## config.mk

```make
export PLATFORM = sky130hd
export DESIGN_NAME = rvfi_checker_top
export DESIGN_NICKNAME = d
export VERILOG_FILES = /design/src/rvfi_chk_pkg.sv /design/src/rvfi_align.sv /design/src/rvfi_ctrl_cmp.sv /design/src/rvfi_mem_cmp.sv /design/src/rvfi_mismatch_report.sv /design/src/rvfi_checker_top.sv
export SDC_FILE = /design/constraint.sdc
export NUM_CORES = 1
export LEC_CHECK = 0
export BUFFER_PORTS_ARGS = -buffer_cell sky130_fd_sc_hd__buf_2
export CAP_MARGIN = 5
export CELL_PAD_IN_SITES_DETAIL_PLACEMENT = 0
export CELL_PAD_IN_SITES_GLOBAL_PLACEMENT = 2
export CORE_AREA = 2 2 249 251
export CTS_CLUSTER_DIAMETER = 100
export DETAILED_ROUTE_END_ITERATION = 12
export DIE_AREA = 0 0 251 253
export PLACE_DENSITY_LB_ADDON = 0.3
export SYNTH_ARGS = -nofsm -noshare
export SYNTH_HDL_FRONTEND = slang
export SYNTH_HIERARCHICAL = 1
export SYNTH_SLANG_ARGS = --single-unit
```

## constraint.sdc

```tcl
create_clock -name rvfi_core -period 6.9 [get_ports rvfi_core]
set_clock_uncertainty 0.15 [all_clocks]
set_input_delay 0.345 -clock rvfi_core [delete_from_list [all_inputs] [get_ports rvfi_core]]
set_output_delay 0.345 -clock rvfi_core [all_outputs]
set_load 0.005 [all_outputs]
```

## src/rvfi_chk_pkg.sv

```systemverilog
package rvfi_chk_pkg;

  // intr word is compared as a whole and reported through its cause
  typedef struct packed {
    logic [7:0] cause;
    logic       interrupt;
    logic       exception;
    logic       taken;
  } intr_fields_t;

  typedef union packed {
    logic [10:0]  raw;
    intr_fields_t fields;
  } rvfi_intr_u;

  // one retirement with mask widths already cut down to four bits
  typedef struct packed {
    logic        valid;
    logic [31:0] pc_rdata;
    logic [31:0] insn;
    logic [31:0] pc_wdata;
    logic        trap;
    logic        halt;
    logic        dbg;
    logic        nmip;
    logic        dbg_mode;
    rvfi_intr_u  intr;
    logic [1:0]  mode;
    logic [4:0]  rd1_addr;
    logic [31:0] rd1_wdata;
    logic [31:0] mem_addr;
    logic [31:0] mem_rdata;
    logic [31:0] mem_wdata;
    logic [3:0]  mem_rmask;
    logic [3:0]  mem_wmask;
  } rvfi_rec_t;

  // bit positions in the difference bitmap
  typedef enum logic [4:0] {
    FLD_VALID     = 5'd0,
    FLD_PC_RDATA  = 5'd1,
    FLD_INSN      = 5'd2,
    FLD_TRAP      = 5'd3,
    FLD_HALT      = 5'd4,
    FLD_DBG       = 5'd5,
    FLD_DBG_MODE  = 5'd6,
    FLD_NMIP      = 5'd7,
    FLD_INTR      = 5'd8,
    FLD_MODE      = 5'd9,
    FLD_RD1_ADDR  = 5'd10,
    FLD_RD1_WDATA = 5'd11,
    FLD_PC_WDATA  = 5'd12,
    FLD_MEM_RMASK = 5'd13,
    FLD_MEM_WMASK = 5'd14,
    FLD_MEM_ADDR  = 5'd15,
    FLD_MEM_WDATA = 5'd16,
    FLD_MEM_RDATA = 5'd17
  } field_e;

  localparam int unsigned FIELD_CNT = 18;

  typedef logic [FIELD_CNT-1:0] field_map_t;

  // registered output of one comparator
  typedef struct packed {
    logic        hit;
    field_map_t  diff;
    logic [31:0] seq;
    logic [31:0] pc;
    logic [7:0]  cause;
  } cmp_res_t;

  typedef struct packed {
    logic [31:0] seq;
    logic [31:0] pc;
    field_map_t  diff;
    logic [7:0]  cause;
  } mismatch_rec_t;

endpackage

```

## src/rvfi_align.sv

```systemverilog
`timescale 1ns/1ps

module rvfi_align
  import rvfi_chk_pkg::*;
#(
  parameter int unsigned ALIGN_DEPTH = 1
) (
  input  logic        rvfi_core,
  input  logic        rst_n_i,
  input  rvfi_rec_t   core_rec_i,
  output rvfi_rec_t   aligned_rec_o,
  output logic [31:0] seq_o
);

  // record payload
  rvfi_rec_t              chain_q [ALIGN_DEPTH];
  // valid bits of the chain
  logic [ALIGN_DEPTH-1:0] valid_q;
  logic [31:0]            seq_q;

  always_ff @(posedge rvfi_core) begin
    chain_q[0] <= core_rec_i;
    for (int i = 1; i < ALIGN_DEPTH; i++) begin
      chain_q[i] <= chain_q[i-1];
    end
  end

  always_ff @(posedge rvfi_core or negedge rst_n_i) begin
    if (!rst_n_i) begin
      valid_q <= '0;
    end else begin
      valid_q[0] <= core_rec_i.valid;
      for (int i = 1; i < ALIGN_DEPTH; i++) begin
        valid_q[i] <= valid_q[i-1];
      end
    end
  end

  // the valid bit comes from the reset chain
  always_comb begin
    aligned_rec_o       = chain_q[ALIGN_DEPTH-1];
    aligned_rec_o.valid = valid_q[ALIGN_DEPTH-1];
  end

  // number of retirements already passed out of the chain
  always_ff @(posedge rvfi_core or negedge rst_n_i) begin
    if (!rst_n_i) begin
      seq_q <= '0;
    end else if (valid_q[ALIGN_DEPTH-1]) begin
      seq_q <= seq_q + 32'd1;
    end
  end

  assign seq_o = seq_q;

endmodule

```

## src/rvfi_ctrl_cmp.sv

```systemverilog
`timescale 1ns/1ps

module rvfi_ctrl_cmp
  import rvfi_chk_pkg::*;
(
  input  logic        rvfi_core,
  input  logic        rst_n_i,
  input  rvfi_rec_t   core_rec_i,
  input  rvfi_rec_t   rm_rec_i,
  input  logic [31:0] seq_i,
  output cmp_res_t    res_o
);

  logic        hit_d;
  field_map_t  diff_d;
  logic        hit_q;
  field_map_t  diff_q;
  logic [31:0] seq_q;
  logic [31:0] pc_q;
  logic [7:0]  cause_q;

  // a retirement on either side counts, the reference one decides
  assign hit_d = rm_rec_i.valid | core_rec_i.valid;

  always_comb begin
    diff_d = '0;
    // core retired, reference did not
    diff_d[FLD_VALID] = core_rec_i.valid & ~rm_rec_i.valid;
    if (rm_rec_i.valid) begin
      diff_d[FLD_PC_RDATA] = rm_rec_i.pc_rdata != core_rec_i.pc_rdata;
      diff_d[FLD_INSN]     = rm_rec_i.insn != core_rec_i.insn;
      diff_d[FLD_TRAP]     = rm_rec_i.trap != core_rec_i.trap;
      diff_d[FLD_HALT]     = rm_rec_i.halt != core_rec_i.halt;
      diff_d[FLD_DBG]      = rm_rec_i.dbg != core_rec_i.dbg;
      diff_d[FLD_DBG_MODE] = rm_rec_i.dbg_mode != core_rec_i.dbg_mode;
      diff_d[FLD_NMIP]     = rm_rec_i.nmip != core_rec_i.nmip;
      diff_d[FLD_INTR]     = rm_rec_i.intr.raw != core_rec_i.intr.raw;
      diff_d[FLD_MODE]     = rm_rec_i.mode != core_rec_i.mode;
      diff_d[FLD_RD1_ADDR] = rm_rec_i.rd1_addr != core_rec_i.rd1_addr;
      diff_d[FLD_PC_WDATA] = rm_rec_i.pc_wdata != core_rec_i.pc_wdata;
      // x0 writes carry no meaningful data
      if (rm_rec_i.rd1_addr != 5'd0) begin
        diff_d[FLD_RD1_WDATA] = rm_rec_i.rd1_wdata != core_rec_i.rd1_wdata;
      end
    end
  end

  always_ff @(posedge rvfi_core or negedge rst_n_i) begin
    if (!rst_n_i) begin
      hit_q  <= 1'b0;
      diff_q <= '0;
    end else begin
      hit_q  <= hit_d;
      diff_q <= diff_d;
    end
  end

  // report context taken from the core side
  always_ff @(posedge rvfi_core) begin
    seq_q   <= seq_i;
    pc_q    <= core_rec_i.pc_rdata;
    cause_q <= core_rec_i.intr.fields.cause;
  end

  always_comb begin
    res_o.hit   = hit_q;
    res_o.diff  = diff_q;
    res_o.seq   = seq_q;
    res_o.pc    = pc_q;
    res_o.cause = cause_q;
  end

endmodule

```

## src/rvfi_mem_cmp.sv

```systemverilog
`timescale 1ns/1ps

module rvfi_mem_cmp
  import rvfi_chk_pkg::*;
(
  input  logic      rvfi_core,
  input  logic      rst_n_i,
  input  rvfi_rec_t core_rec_i,
  input  rvfi_rec_t rm_rec_i,
  output cmp_res_t  res_o
);

  logic       core_rd;
  logic       core_wr;
  field_map_t diff_d;
  logic       hit_q;
  field_map_t diff_q;

  // access enables follow the core masks
  assign core_rd = |core_rec_i.mem_rmask;
  assign core_wr = |core_rec_i.mem_wmask;

  always_comb begin
    diff_d = '0;
    if (rm_rec_i.valid) begin
      diff_d[FLD_MEM_RMASK] = rm_rec_i.mem_rmask != core_rec_i.mem_rmask;
      diff_d[FLD_MEM_WMASK] = rm_rec_i.mem_wmask != core_rec_i.mem_wmask;
      if (core_rd || core_wr) begin
        diff_d[FLD_MEM_ADDR] = rm_rec_i.mem_addr != core_rec_i.mem_addr;
      end
      if (core_wr) begin
        diff_d[FLD_MEM_WDATA] = rm_rec_i.mem_wdata != core_rec_i.mem_wdata;
      end
      if (core_rd) begin
        diff_d[FLD_MEM_RDATA] = rm_rec_i.mem_rdata != core_rec_i.mem_rdata;
      end
    end
  end

  always_ff @(posedge rvfi_core or negedge rst_n_i) begin
    if (!rst_n_i) begin
      hit_q  <= 1'b0;
      diff_q <= '0;
    end else begin
      hit_q  <= rm_rec_i.valid | core_rec_i.valid;
      diff_q <= diff_d;
    end
  end

  // context fields come from the control comparator
  always_comb begin
    res_o       = '0;
    res_o.hit   = hit_q;
    res_o.diff  = diff_q;
  end

endmodule

```

## src/rvfi_mismatch_report.sv

```systemverilog
`timescale 1ns/1ps

module rvfi_mismatch_report
  import rvfi_chk_pkg::*;
(
  input  logic          rvfi_core,
  input  logic          rst_n_i,
  input  cmp_res_t      ctrl_res_i,
  input  cmp_res_t      mem_res_i,
  output mismatch_rec_t rpt_o,
  output logic          rpt_req_o,
  input  logic          rpt_ack_i,
  output logic [15:0]   mismatch_cnt_o,
  output logic [15:0]   drop_cnt_o
);

  typedef enum logic [1:0] {
    ST_IDLE,
    ST_REQ,
    ST_ACK_LOW
  } rpt_state_e;

  rpt_state_e    state_q;
  rpt_state_e    state_d;
  field_map_t    diff_all;
  logic          mismatch;
  logic          accept;
  mismatch_rec_t rpt_q;
  logic [15:0]   mismatch_cnt_q;
  logic [15:0]   drop_cnt_q;

  // both comparators see the same retirement in the same cycle
  assign diff_all = ctrl_res_i.diff | mem_res_i.diff;
  assign mismatch = (ctrl_res_i.hit | mem_res_i.hit) & (|diff_all);

  // a new report is only taken while idle
  assign accept = mismatch && (state_q == ST_IDLE);

  // four-phase handshake
  always_comb begin
    state_d = state_q;
    case (state_q)
      ST_IDLE: begin
        if (mismatch) begin
          state_d = ST_REQ;
        end
      end
      ST_REQ: begin
        if (rpt_ack_i) begin
          state_d = ST_ACK_LOW;
        end
      end
      ST_ACK_LOW: begin
        // receiver must release ack before the next request
        if (!rpt_ack_i) begin
          state_d = ST_IDLE;
        end
      end
      default: begin
        state_d = ST_IDLE;
      end
    endcase
  end

  always_ff @(posedge rvfi_core or negedge rst_n_i) begin
    if (!rst_n_i) begin
      state_q <= ST_IDLE;
    end else begin
      state_q <= state_d;
    end
  end

  // report held stable while req is up
  always_ff @(posedge rvfi_core) begin
    if (accept) begin
      rpt_q.seq   <= ctrl_res_i.seq;
      rpt_q.pc    <= ctrl_res_i.pc;
      rpt_q.diff  <= diff_all;
      rpt_q.cause <= ctrl_res_i.cause;
    end
  end

  always_ff @(posedge rvfi_core or negedge rst_n_i) begin
    if (!rst_n_i) begin
      mismatch_cnt_q <= '0;
      drop_cnt_q     <= '0;
    end else if (mismatch) begin
      mismatch_cnt_q <= mismatch_cnt_q + 16'd1;
      if (!accept) begin
        drop_cnt_q <= drop_cnt_q + 16'd1;
      end
    end
  end

  assign rpt_o          = rpt_q;
  assign rpt_req_o      = (state_q == ST_REQ);
  assign mismatch_cnt_o = mismatch_cnt_q;
  assign drop_cnt_o     = drop_cnt_q;

endmodule

```

## src/rvfi_checker_top.sv

```systemverilog
`timescale 1ns/1ps

module rvfi_checker_top
  import rvfi_chk_pkg::*;
#(
  parameter int unsigned ALIGN_DEPTH = 1
) (
  input  logic          rvfi_core,
  input  logic          rst_n_i,
  input  rvfi_rec_t     core_rec_i,
  input  rvfi_rec_t     rm_rec_i,
  output mismatch_rec_t rpt_o,
  output logic          rpt_req_o,
  input  logic          rpt_ack_i,
  output logic [15:0]   mismatch_cnt_o,
  output logic [15:0]   drop_cnt_o
);

  rvfi_rec_t   aligned_rec;
  logic [31:0] seq;
  cmp_res_t    ctrl_res;
  cmp_res_t    mem_res;

  // core stream delayed to meet the reference stream
  rvfi_align #(
    .ALIGN_DEPTH(ALIGN_DEPTH)
  ) rvfi_align_i (
    .rvfi_core    (rvfi_core),
    .rst_n_i      (rst_n_i),
    .core_rec_i   (core_rec_i),
    .aligned_rec_o(aligned_rec),
    .seq_o        (seq)
  );

  rvfi_ctrl_cmp rvfi_ctrl_cmp_i (
    .rvfi_core (rvfi_core),
    .rst_n_i   (rst_n_i),
    .core_rec_i(aligned_rec),
    .rm_rec_i  (rm_rec_i),
    .seq_i     (seq),
    .res_o     (ctrl_res)
  );

  rvfi_mem_cmp rvfi_mem_cmp_i (
    .rvfi_core (rvfi_core),
    .rst_n_i   (rst_n_i),
    .core_rec_i(aligned_rec),
    .rm_rec_i  (rm_rec_i),
    .res_o     (mem_res)
  );

  rvfi_mismatch_report rvfi_mismatch_report_i (
    .rvfi_core     (rvfi_core),
    .rst_n_i       (rst_n_i),
    .ctrl_res_i    (ctrl_res),
    .mem_res_i     (mem_res),
    .rpt_o         (rpt_o),
    .rpt_req_o     (rpt_req_o),
    .rpt_ack_i     (rpt_ack_i),
    .mismatch_cnt_o(mismatch_cnt_o),
    .drop_cnt_o    (drop_cnt_o)
  );

endmodule

```

==> impl_metrics.json, run 1 <==
{
  "timing.fmax_mhz": 268,
  "tns_ns": 0,
  "cp-end-kind": "register",
  "hold_viol": 0,
  "leakagePower_uw": 0.0105,
  "grt_max_degree": 57,
  "r2r_cells": 5,
  "firstDrtPassIters": 6,
  "clockBufferDepth": 3,
  "die-area_mm2": 0.0635,
  "rrSetupSlack_ns": 3.17,
  "cts_buffers": 56,
  "syn_area_mm2": 0.0160,
  "syn_area_per_cell_um2": 14.5,
  "period_share_pct": 54.0,
  "switchingPower_uw": 1940,
  "critPathKind": "register to register",
  "port_buffers": 637,
  "cp_max_fo": 56,
  "grt_overflow": 0,
  "n_fill_cell": 5946,
  "htree_levels": 2,
  "drive_gt1_share_pct": 35.8,
  "rsz0062_at_grt": "false",
  "cpPeakStageDelay_ns": 0.83,
  "cts.reportedPaths.clkPinSlew_ns": 0.06,
  "cp_data_arrival_time_ns": 3.82,
  "initial_core_util_pct": 26.3,
  "yosysWarnings": 6,
  "tritoncts": "built",
  "cp_slowest_cell": "o31ai_4",
  "setup_viol": 0,
  "cp_top_family": "simple AND/OR/NAND/NOR gates",
  "synth_cells": 1109,
  "grt_antenna_before_repair": 36,
  "hold_path_end": "rvfi_ctrl_cmp_i/diff_q[8]",
  "finalNetCount": 2576,
  "cp_data_required_time_ns": 6.99,
  "antenna_left": 0,
  "worst_pin_slew_ns": 1.00,
  "reg2reg_from": "rvfi_ctrl_cmp_i/diff_q[12]",
  "grt_usage_pct": 15.7,
  "finalMaxSlewViolations": 0,
  "die_h_um": 253,
  "status": "complete, no violations",
  "switching_share_pct": 25.8,
  "root_buffer": "clkbuf_16",
  "dp_hpwl_um": 40500,
  "avgViaCountPerCell": 3.97,
  "min_path_type": "input port to register",
  "core_mm2": 0.0610,
  "grt_pass1_vias": 12600,
  "syn2layout_area_growth_pct": 52.8,
  "worst-path-buf-inv": 1,
  "grt_pass1_wl_um": 74300,
  "p_comb_share_pct": 14.0,
  "cp-start-kind": "register",
  "final_cell_count_no_fill": 2906,
  "dpl.cell_count": 2526,
  "die_w_um": 251,
  "power_density_mw_per_mm2": 307,
  "routed_wl_um": 50900,
  "min_path_cells": 4,
  "drv_cap": 0,
  "p_int_uw": 5570,
  "p_seq_share_pct": 48.7,
  "via_count": 11500,
  "cts_sinks": 504,
  "place_congestion": 0.837,
  "ir_drop_uv": 189,
  "crit_chain": "or4_1 > or4_4 > o31ai_4 > nor2_4 > buf_4",
  "first_iter_violations": 355,
  "wl_per_cell_um": 17.5,
  "row_count": 91,
  "hold_start": "rm_rec_i[153]",
  "period_minus_slack_ns": 3.73,
  "drc": 0,
  "r2r-end": "rvfi_mismatch_report_i/rpt_o[37]",
  "slew_headroom_pct": 33.1,
  "ios": 638,
  "cts-resized-gates": 0,
  "pwr-share-clk_pct": 37.3,
  "clk_latency_ns": 0.61
}
flip-flops by register name, summed over array words and instances (netlist names):
register	count
rvfi_ctrl_cmp_i/cause_q	8
rvfi_ctrl_cmp_i/seq_q	32
rvfi_mismatch_report_i/mismatch_cnt_o	16
rvfi_ctrl_cmp_i/pc_q	32
rvfi_mismatch_report_i/rpt_o	90
rvfi_mismatch_report_i/state_q	2
rvfi_mismatch_report_i/drop_cnt_o	16
rvfi_ctrl_cmp_i/diff_q	13
rvfi_align_i/valid_q	1
rvfi_align_i/seq_o	32
rvfi_mem_cmp_i/hit_q	1
rvfi_align_i/chain_q	255
rvfi_ctrl_cmp_i/hit_q	1
rvfi_mem_cmp_i/diff_q	5
power by group through the flow:
stage / combinational [µW] / clock (µW) / sequential, µW
2_1_floorplan: 387 / 0 / 3720
3_3_place_gp: 944 / 0 / 3720
3_5_place_dp: 962 / 0 / 3730
4_1_cts: 1090 / 2900 / 3670
5_1_grt: 1160 / 3020 / 3700
6_report: 1050 / 2800 / 3660
metal layers:
| layer | routed length [µm] | track usage (%) |
|---|---|---|
| met1 | 19300 | 17.3 |
| met2 | 25800 | 27.7 |
| met3 | 3650 | 4.79 |
| met4 | 2010 | 7.48 |
| met5 | 154 | 0 |
layout by cell type, fill, tap and decap left out, types with 18 or more instances in the layout:
cell / instances
buf_2: 636
clkbuf_16: 56
conb_1: 18
dfrtp_1: 87
dfxtp_1: 327
dlygate4sd3_1: 264
edfxtp_1: 90
nand2_1: 22
nand3_1: 23
nand4_1: 77
nor4_1: 21
or2_2: 18
xnor2_1: 278
xor2_1: 38
worst max path at each step:
stage,from,end,cells past startpoint
floorplan,rvfi_mem_cmp_i/hit_q,rvfi_mismatch_report_i/rpt_o[0],6
global placement,rvfi_ctrl_cmp_i/diff_q[12],rvfi_mismatch_report_i/rpt_o[54],5
detailed placement,rvfi_ctrl_cmp_i/diff_q[12],rvfi_mismatch_report_i/rpt_o[34],5
CTS,rvfi_ctrl_cmp_i/diff_q[12],rvfi_mismatch_report_i/rpt_o[39],5
global route,rvfi_ctrl_cmp_i/diff_q[12],rvfi_mismatch_report_i/rpt_o[55],5
finish,rvfi_ctrl_cmp_i/diff_q[12],rvfi_mismatch_report_i/rpt_o[37],5
through the flow:
step	setup slack (ns)	hold slack, ns	power (µW)	util [%]	cell area, µm²
floorplan	1.43	-0.101	4110	-	16100
global placement	3.14	0.178	4660	32.9	20100
detailed placement	3.08	0.185	4690	32.9	20100
CTS	3.08	0.00700	7660	40.1	24500
global route	2.95	0.0354	7880	40.1	24500
finish	3.17	0.0223	7510	40.1	24500
worst register-to-register path: cells and delay by family (launching register included):
family,cells,cell delay (ns)
buf+inv,1,0.48
compound gates,1,0.84
simple gates,3,1.44
flops,1,0.36
cell type report:
type | instances | area [µm²] | share of cell area (%)
Sequential cell | 504 | 11400 | 46.7
Timing Repair Buffer | 903 | 5850 | 23.9
Multi-Input combinational cell | 585 | 4430 | 18.1
Clock buffer | 75 | 1550 | 6.34
Tap cell | 790 | 988 | 4.04
Clock inverter | 26 | 174 | 0.710
Antenna cell | 15 | 37.5 | 0.153
Inverter | 8 | 30.0 | 0.123
repair_timing:
item | in CTS | in global routing
buffers inserted | 0 | 0
endpoints found under the hold margin | 297 | 0
hold buffers | 264 | 0
No activity file was read; power rests on OpenSTA's default activity.
==> run 2: changes to the inputs <==
- CORE_AREA: 2 2 249 251 -> unset
- CORE_MARGIN: unset -> 2
- CORE_UTILIZATION: unset -> 28
- DIE_AREA: 0 0 251 253 -> unset
- clock period: 6.9 -> 3 ns (I/O delays scaled with it)
==> impl_metrics.json, run 2 (same netlist as run 1, synthesis figures left out) <==
{
  "port_buffers": 637,
  "reg2reg_from": "rvfi_ctrl_cmp_i/diff_q[12]",
  "mostFrequentLayoutCell": "buf_2",
  "largest_register": "rvfi_align_i/chain_q",
  "hold_start": "rm_rec_i[217]",
  "grt_usage_pct": 17.3,
  "hold_viol": 1,
  "htree_levels": 2,
  "period_share_pct": 87.0,
  "cp_max_fo": 17,
  "tritoncts": "built",
  "min_path_type": "input port to register",
  "critPathKind": "register to register",
  "grt_pass1_wl_um": 76600,
  "row_count": 87,
  "leakagePower_uw": 0.0111,
  "rrSetupSlack_ns": 0.39,
  "finalNetCount": 2694,
  "antenna_left": 0,
  "core_mm2": 0.0565,
  "dp_hpwl_um": 39800,
  "cts.reportedPaths.clkPinSlew_ns": 0.06,
  "routed_wl_um": 52300,
  "root_buffer": "clkbuf_16",
  "setup_viol": 0,
  "die_h_um": 243,
  "largest_reg_flops": 255,
  "ios": 638,
  "cp_data_required_time_ns": 3.33,
  "die_w_um": 243,
  "power_density_mw_per_mm2": 690,
  "firstDrtPassIters": 4,
  "drc": 0,
  "cp_slowest_cell": "or4_4",
  "wl_per_cell_um": 17.4,
  "initial_core_util_pct": 28.4,
  "period_minus_slack_ns": 2.61,
  "final_cell_mix": "636 x buf_2, 377 x dlygate4sd3_1, 327 x dfxtp_1",
  "clk_latency_ns": 0.60,
  "worstSetupStartpoint": "rvfi_ctrl_cmp_i/diff_q[12]",
  "fin_total_pwr_uw": 17800,
  "grt_pass1_vias": 13300,
  "drive_gt1_share_pct": 34.5,
  "timing.fmax_mhz": 383,
  "hold_ws_ns": -0.0505,
  "via_count": 12100,
  "grt_max_degree": 88,
  "finalMaxSlewViolations": 0,
  "drv_cap": 0,
  "grt_overflow": 0,
  "tns_ns": 0,
  "cts_buffers": 55,
  "rsz0062_at_grt": "false",
  "worst_pin_slew_ns": 0.729,
  "r2r-end": "rvfi_mismatch_report_i/mismatch_cnt_o[1]",
  "cp-start-kind": "register",
  "first_iter_violations": 412,
  "cts_sinks": 504,
  "violations": "hold timing",
  "grt_antenna_before_repair": 37,
  "r2r_cells": 5,
  "hold_path_end": "rvfi_ctrl_cmp_i/diff_q[2]",
  "min_path_cells": 5,
  "syn2layout_area_growth_pct": 60.8,
  "avgViaCountPerCell": 4.02,
  "crit_chain": "or4_1 > or4_4 > o31ai_4 > buf_4 > mux2_4",
  "place_congestion": 0.879,
  "die-area_mm2": 0.0592,
  "ir_drop_uv": 457,
  "clockBufferDepth": 3,
  "status": "finished with violations",
  "cp_data_arrival_time_ns": 2.94,
  "slew_headroom_pct": 51.0,
  "cp-end-kind": "register",
  "cpPeakStageDelay_ns": 0.54
}
==> run 2: cell count changes in the layout (fill, tap and decap cells not counted), sizes merged, moves of 3 or more <==
cell	previous run	this run
diode	15	22
bufinv	0	4
clkbuf	75	72
buf	639	645
dlygate4sd3	264	377
clkinvlp	1	4
==> run 2: worst max path at each step <==
stage | slack, ns | depth (start not counted) | to
4_1_cts | 0.06 | 7 | rvfi_ctrl_cmp_i/diff_q[2]
5_1_grt | 0.30 | 5 | rvfi_mismatch_report_i/rpt_o[81]
3_5_place_dp | 0.39 | 5 | rvfi_mismatch_report_i/rpt_o[15]
3_3_place_gp | 0.40 | 5 | rvfi_mismatch_report_i/mismatch_cnt_o[1]
6_report | 0.39 | 5 | rvfi_mismatch_report_i/mismatch_cnt_o[1]
2_1_floorplan | 0.11 | 6 | rvfi_mismatch_report_i/rpt_o[0]
==> run 2: where the power goes <==
part | leakage, µW | internal (µW) | total [µW] | switching [µW]
Clock | 0.000907 | 3990 | 6820 | 2820
Combinational | 0.00547 | 1360 | 2580 | 1220
Sequential | 0.00473 | 7920 | 8380 | 464
Total | 0.0111 | 13300 | 17800 | 4510
==> run 2: what timing repair did <==
action / 4_1_cts / 5_1_grt
hold buffers: 378 / 1
buffers inserted: 0 / 0
gates resized for setup: 0 / 2
hold endpoints to repair: 360 / 1
endpoints found under the setup margin: 0 / 2
==> run 2: per-stage QoR <==
stage	cells	cell area, µm²	setup slack, ns	hold WS (ns)	utilization (%)
2_1_floorplan	1125	16100	0.109	-0.296	-
3_3_place_gp	2498	20100	0.395	0.0912	35.6
3_5_place_dp	2498	20100	0.390	0.0981	35.6
4_1_cts	2980	25700	0.0567	0.0000784	45.5
5_1_grt	2995	25800	0.297	0.00452	45.6
6_report	3001	25800	0.390	-0.0505	45.6
==> run 2: layout make-up <==
cell class | count | area (µm²)
flip-flops and latches | 504 | 11400
clock inverters | 32 | 303
clock buffers | 72 | 1540
repair buffers | 1022 | 7040
inverters | 8 | 30.0
multi-input cells | 585 | 4450
well taps | 756 | 946
diodes | 22 | 55.1
fillers | 5242 | 30700
==> run 2: per-layer routing <==
metal / wire [µm] / global-route usage [%] / vias to the layer above / part of all wire [%]
met3: 3570 / 5.00 / 131 / 6.8
li1: - / - / 5910 / -
met4: 2490 / 9.36 / 14 / 4.8
met2: 26500 / 30.3 / 418 / 51
met5: 93 / 0 / - / 0.18
met1: 19600 / 18.7 / 5606 / 38
==> run 2: worst max-delay path, delay by kind of cell (launching register included) <==
| family | cells | cell delay, ns |
|---|---|---|
| multiplexers | 1 | 0.32 |
| AND/OR/NAND/NOR | 2 | 1.04 |
| buffers and inverters | 1 | 0.31 |
| AO/OA/AOI/OAI | 1 | 0.30 |
| flip-flops | 1 | 0.37 |
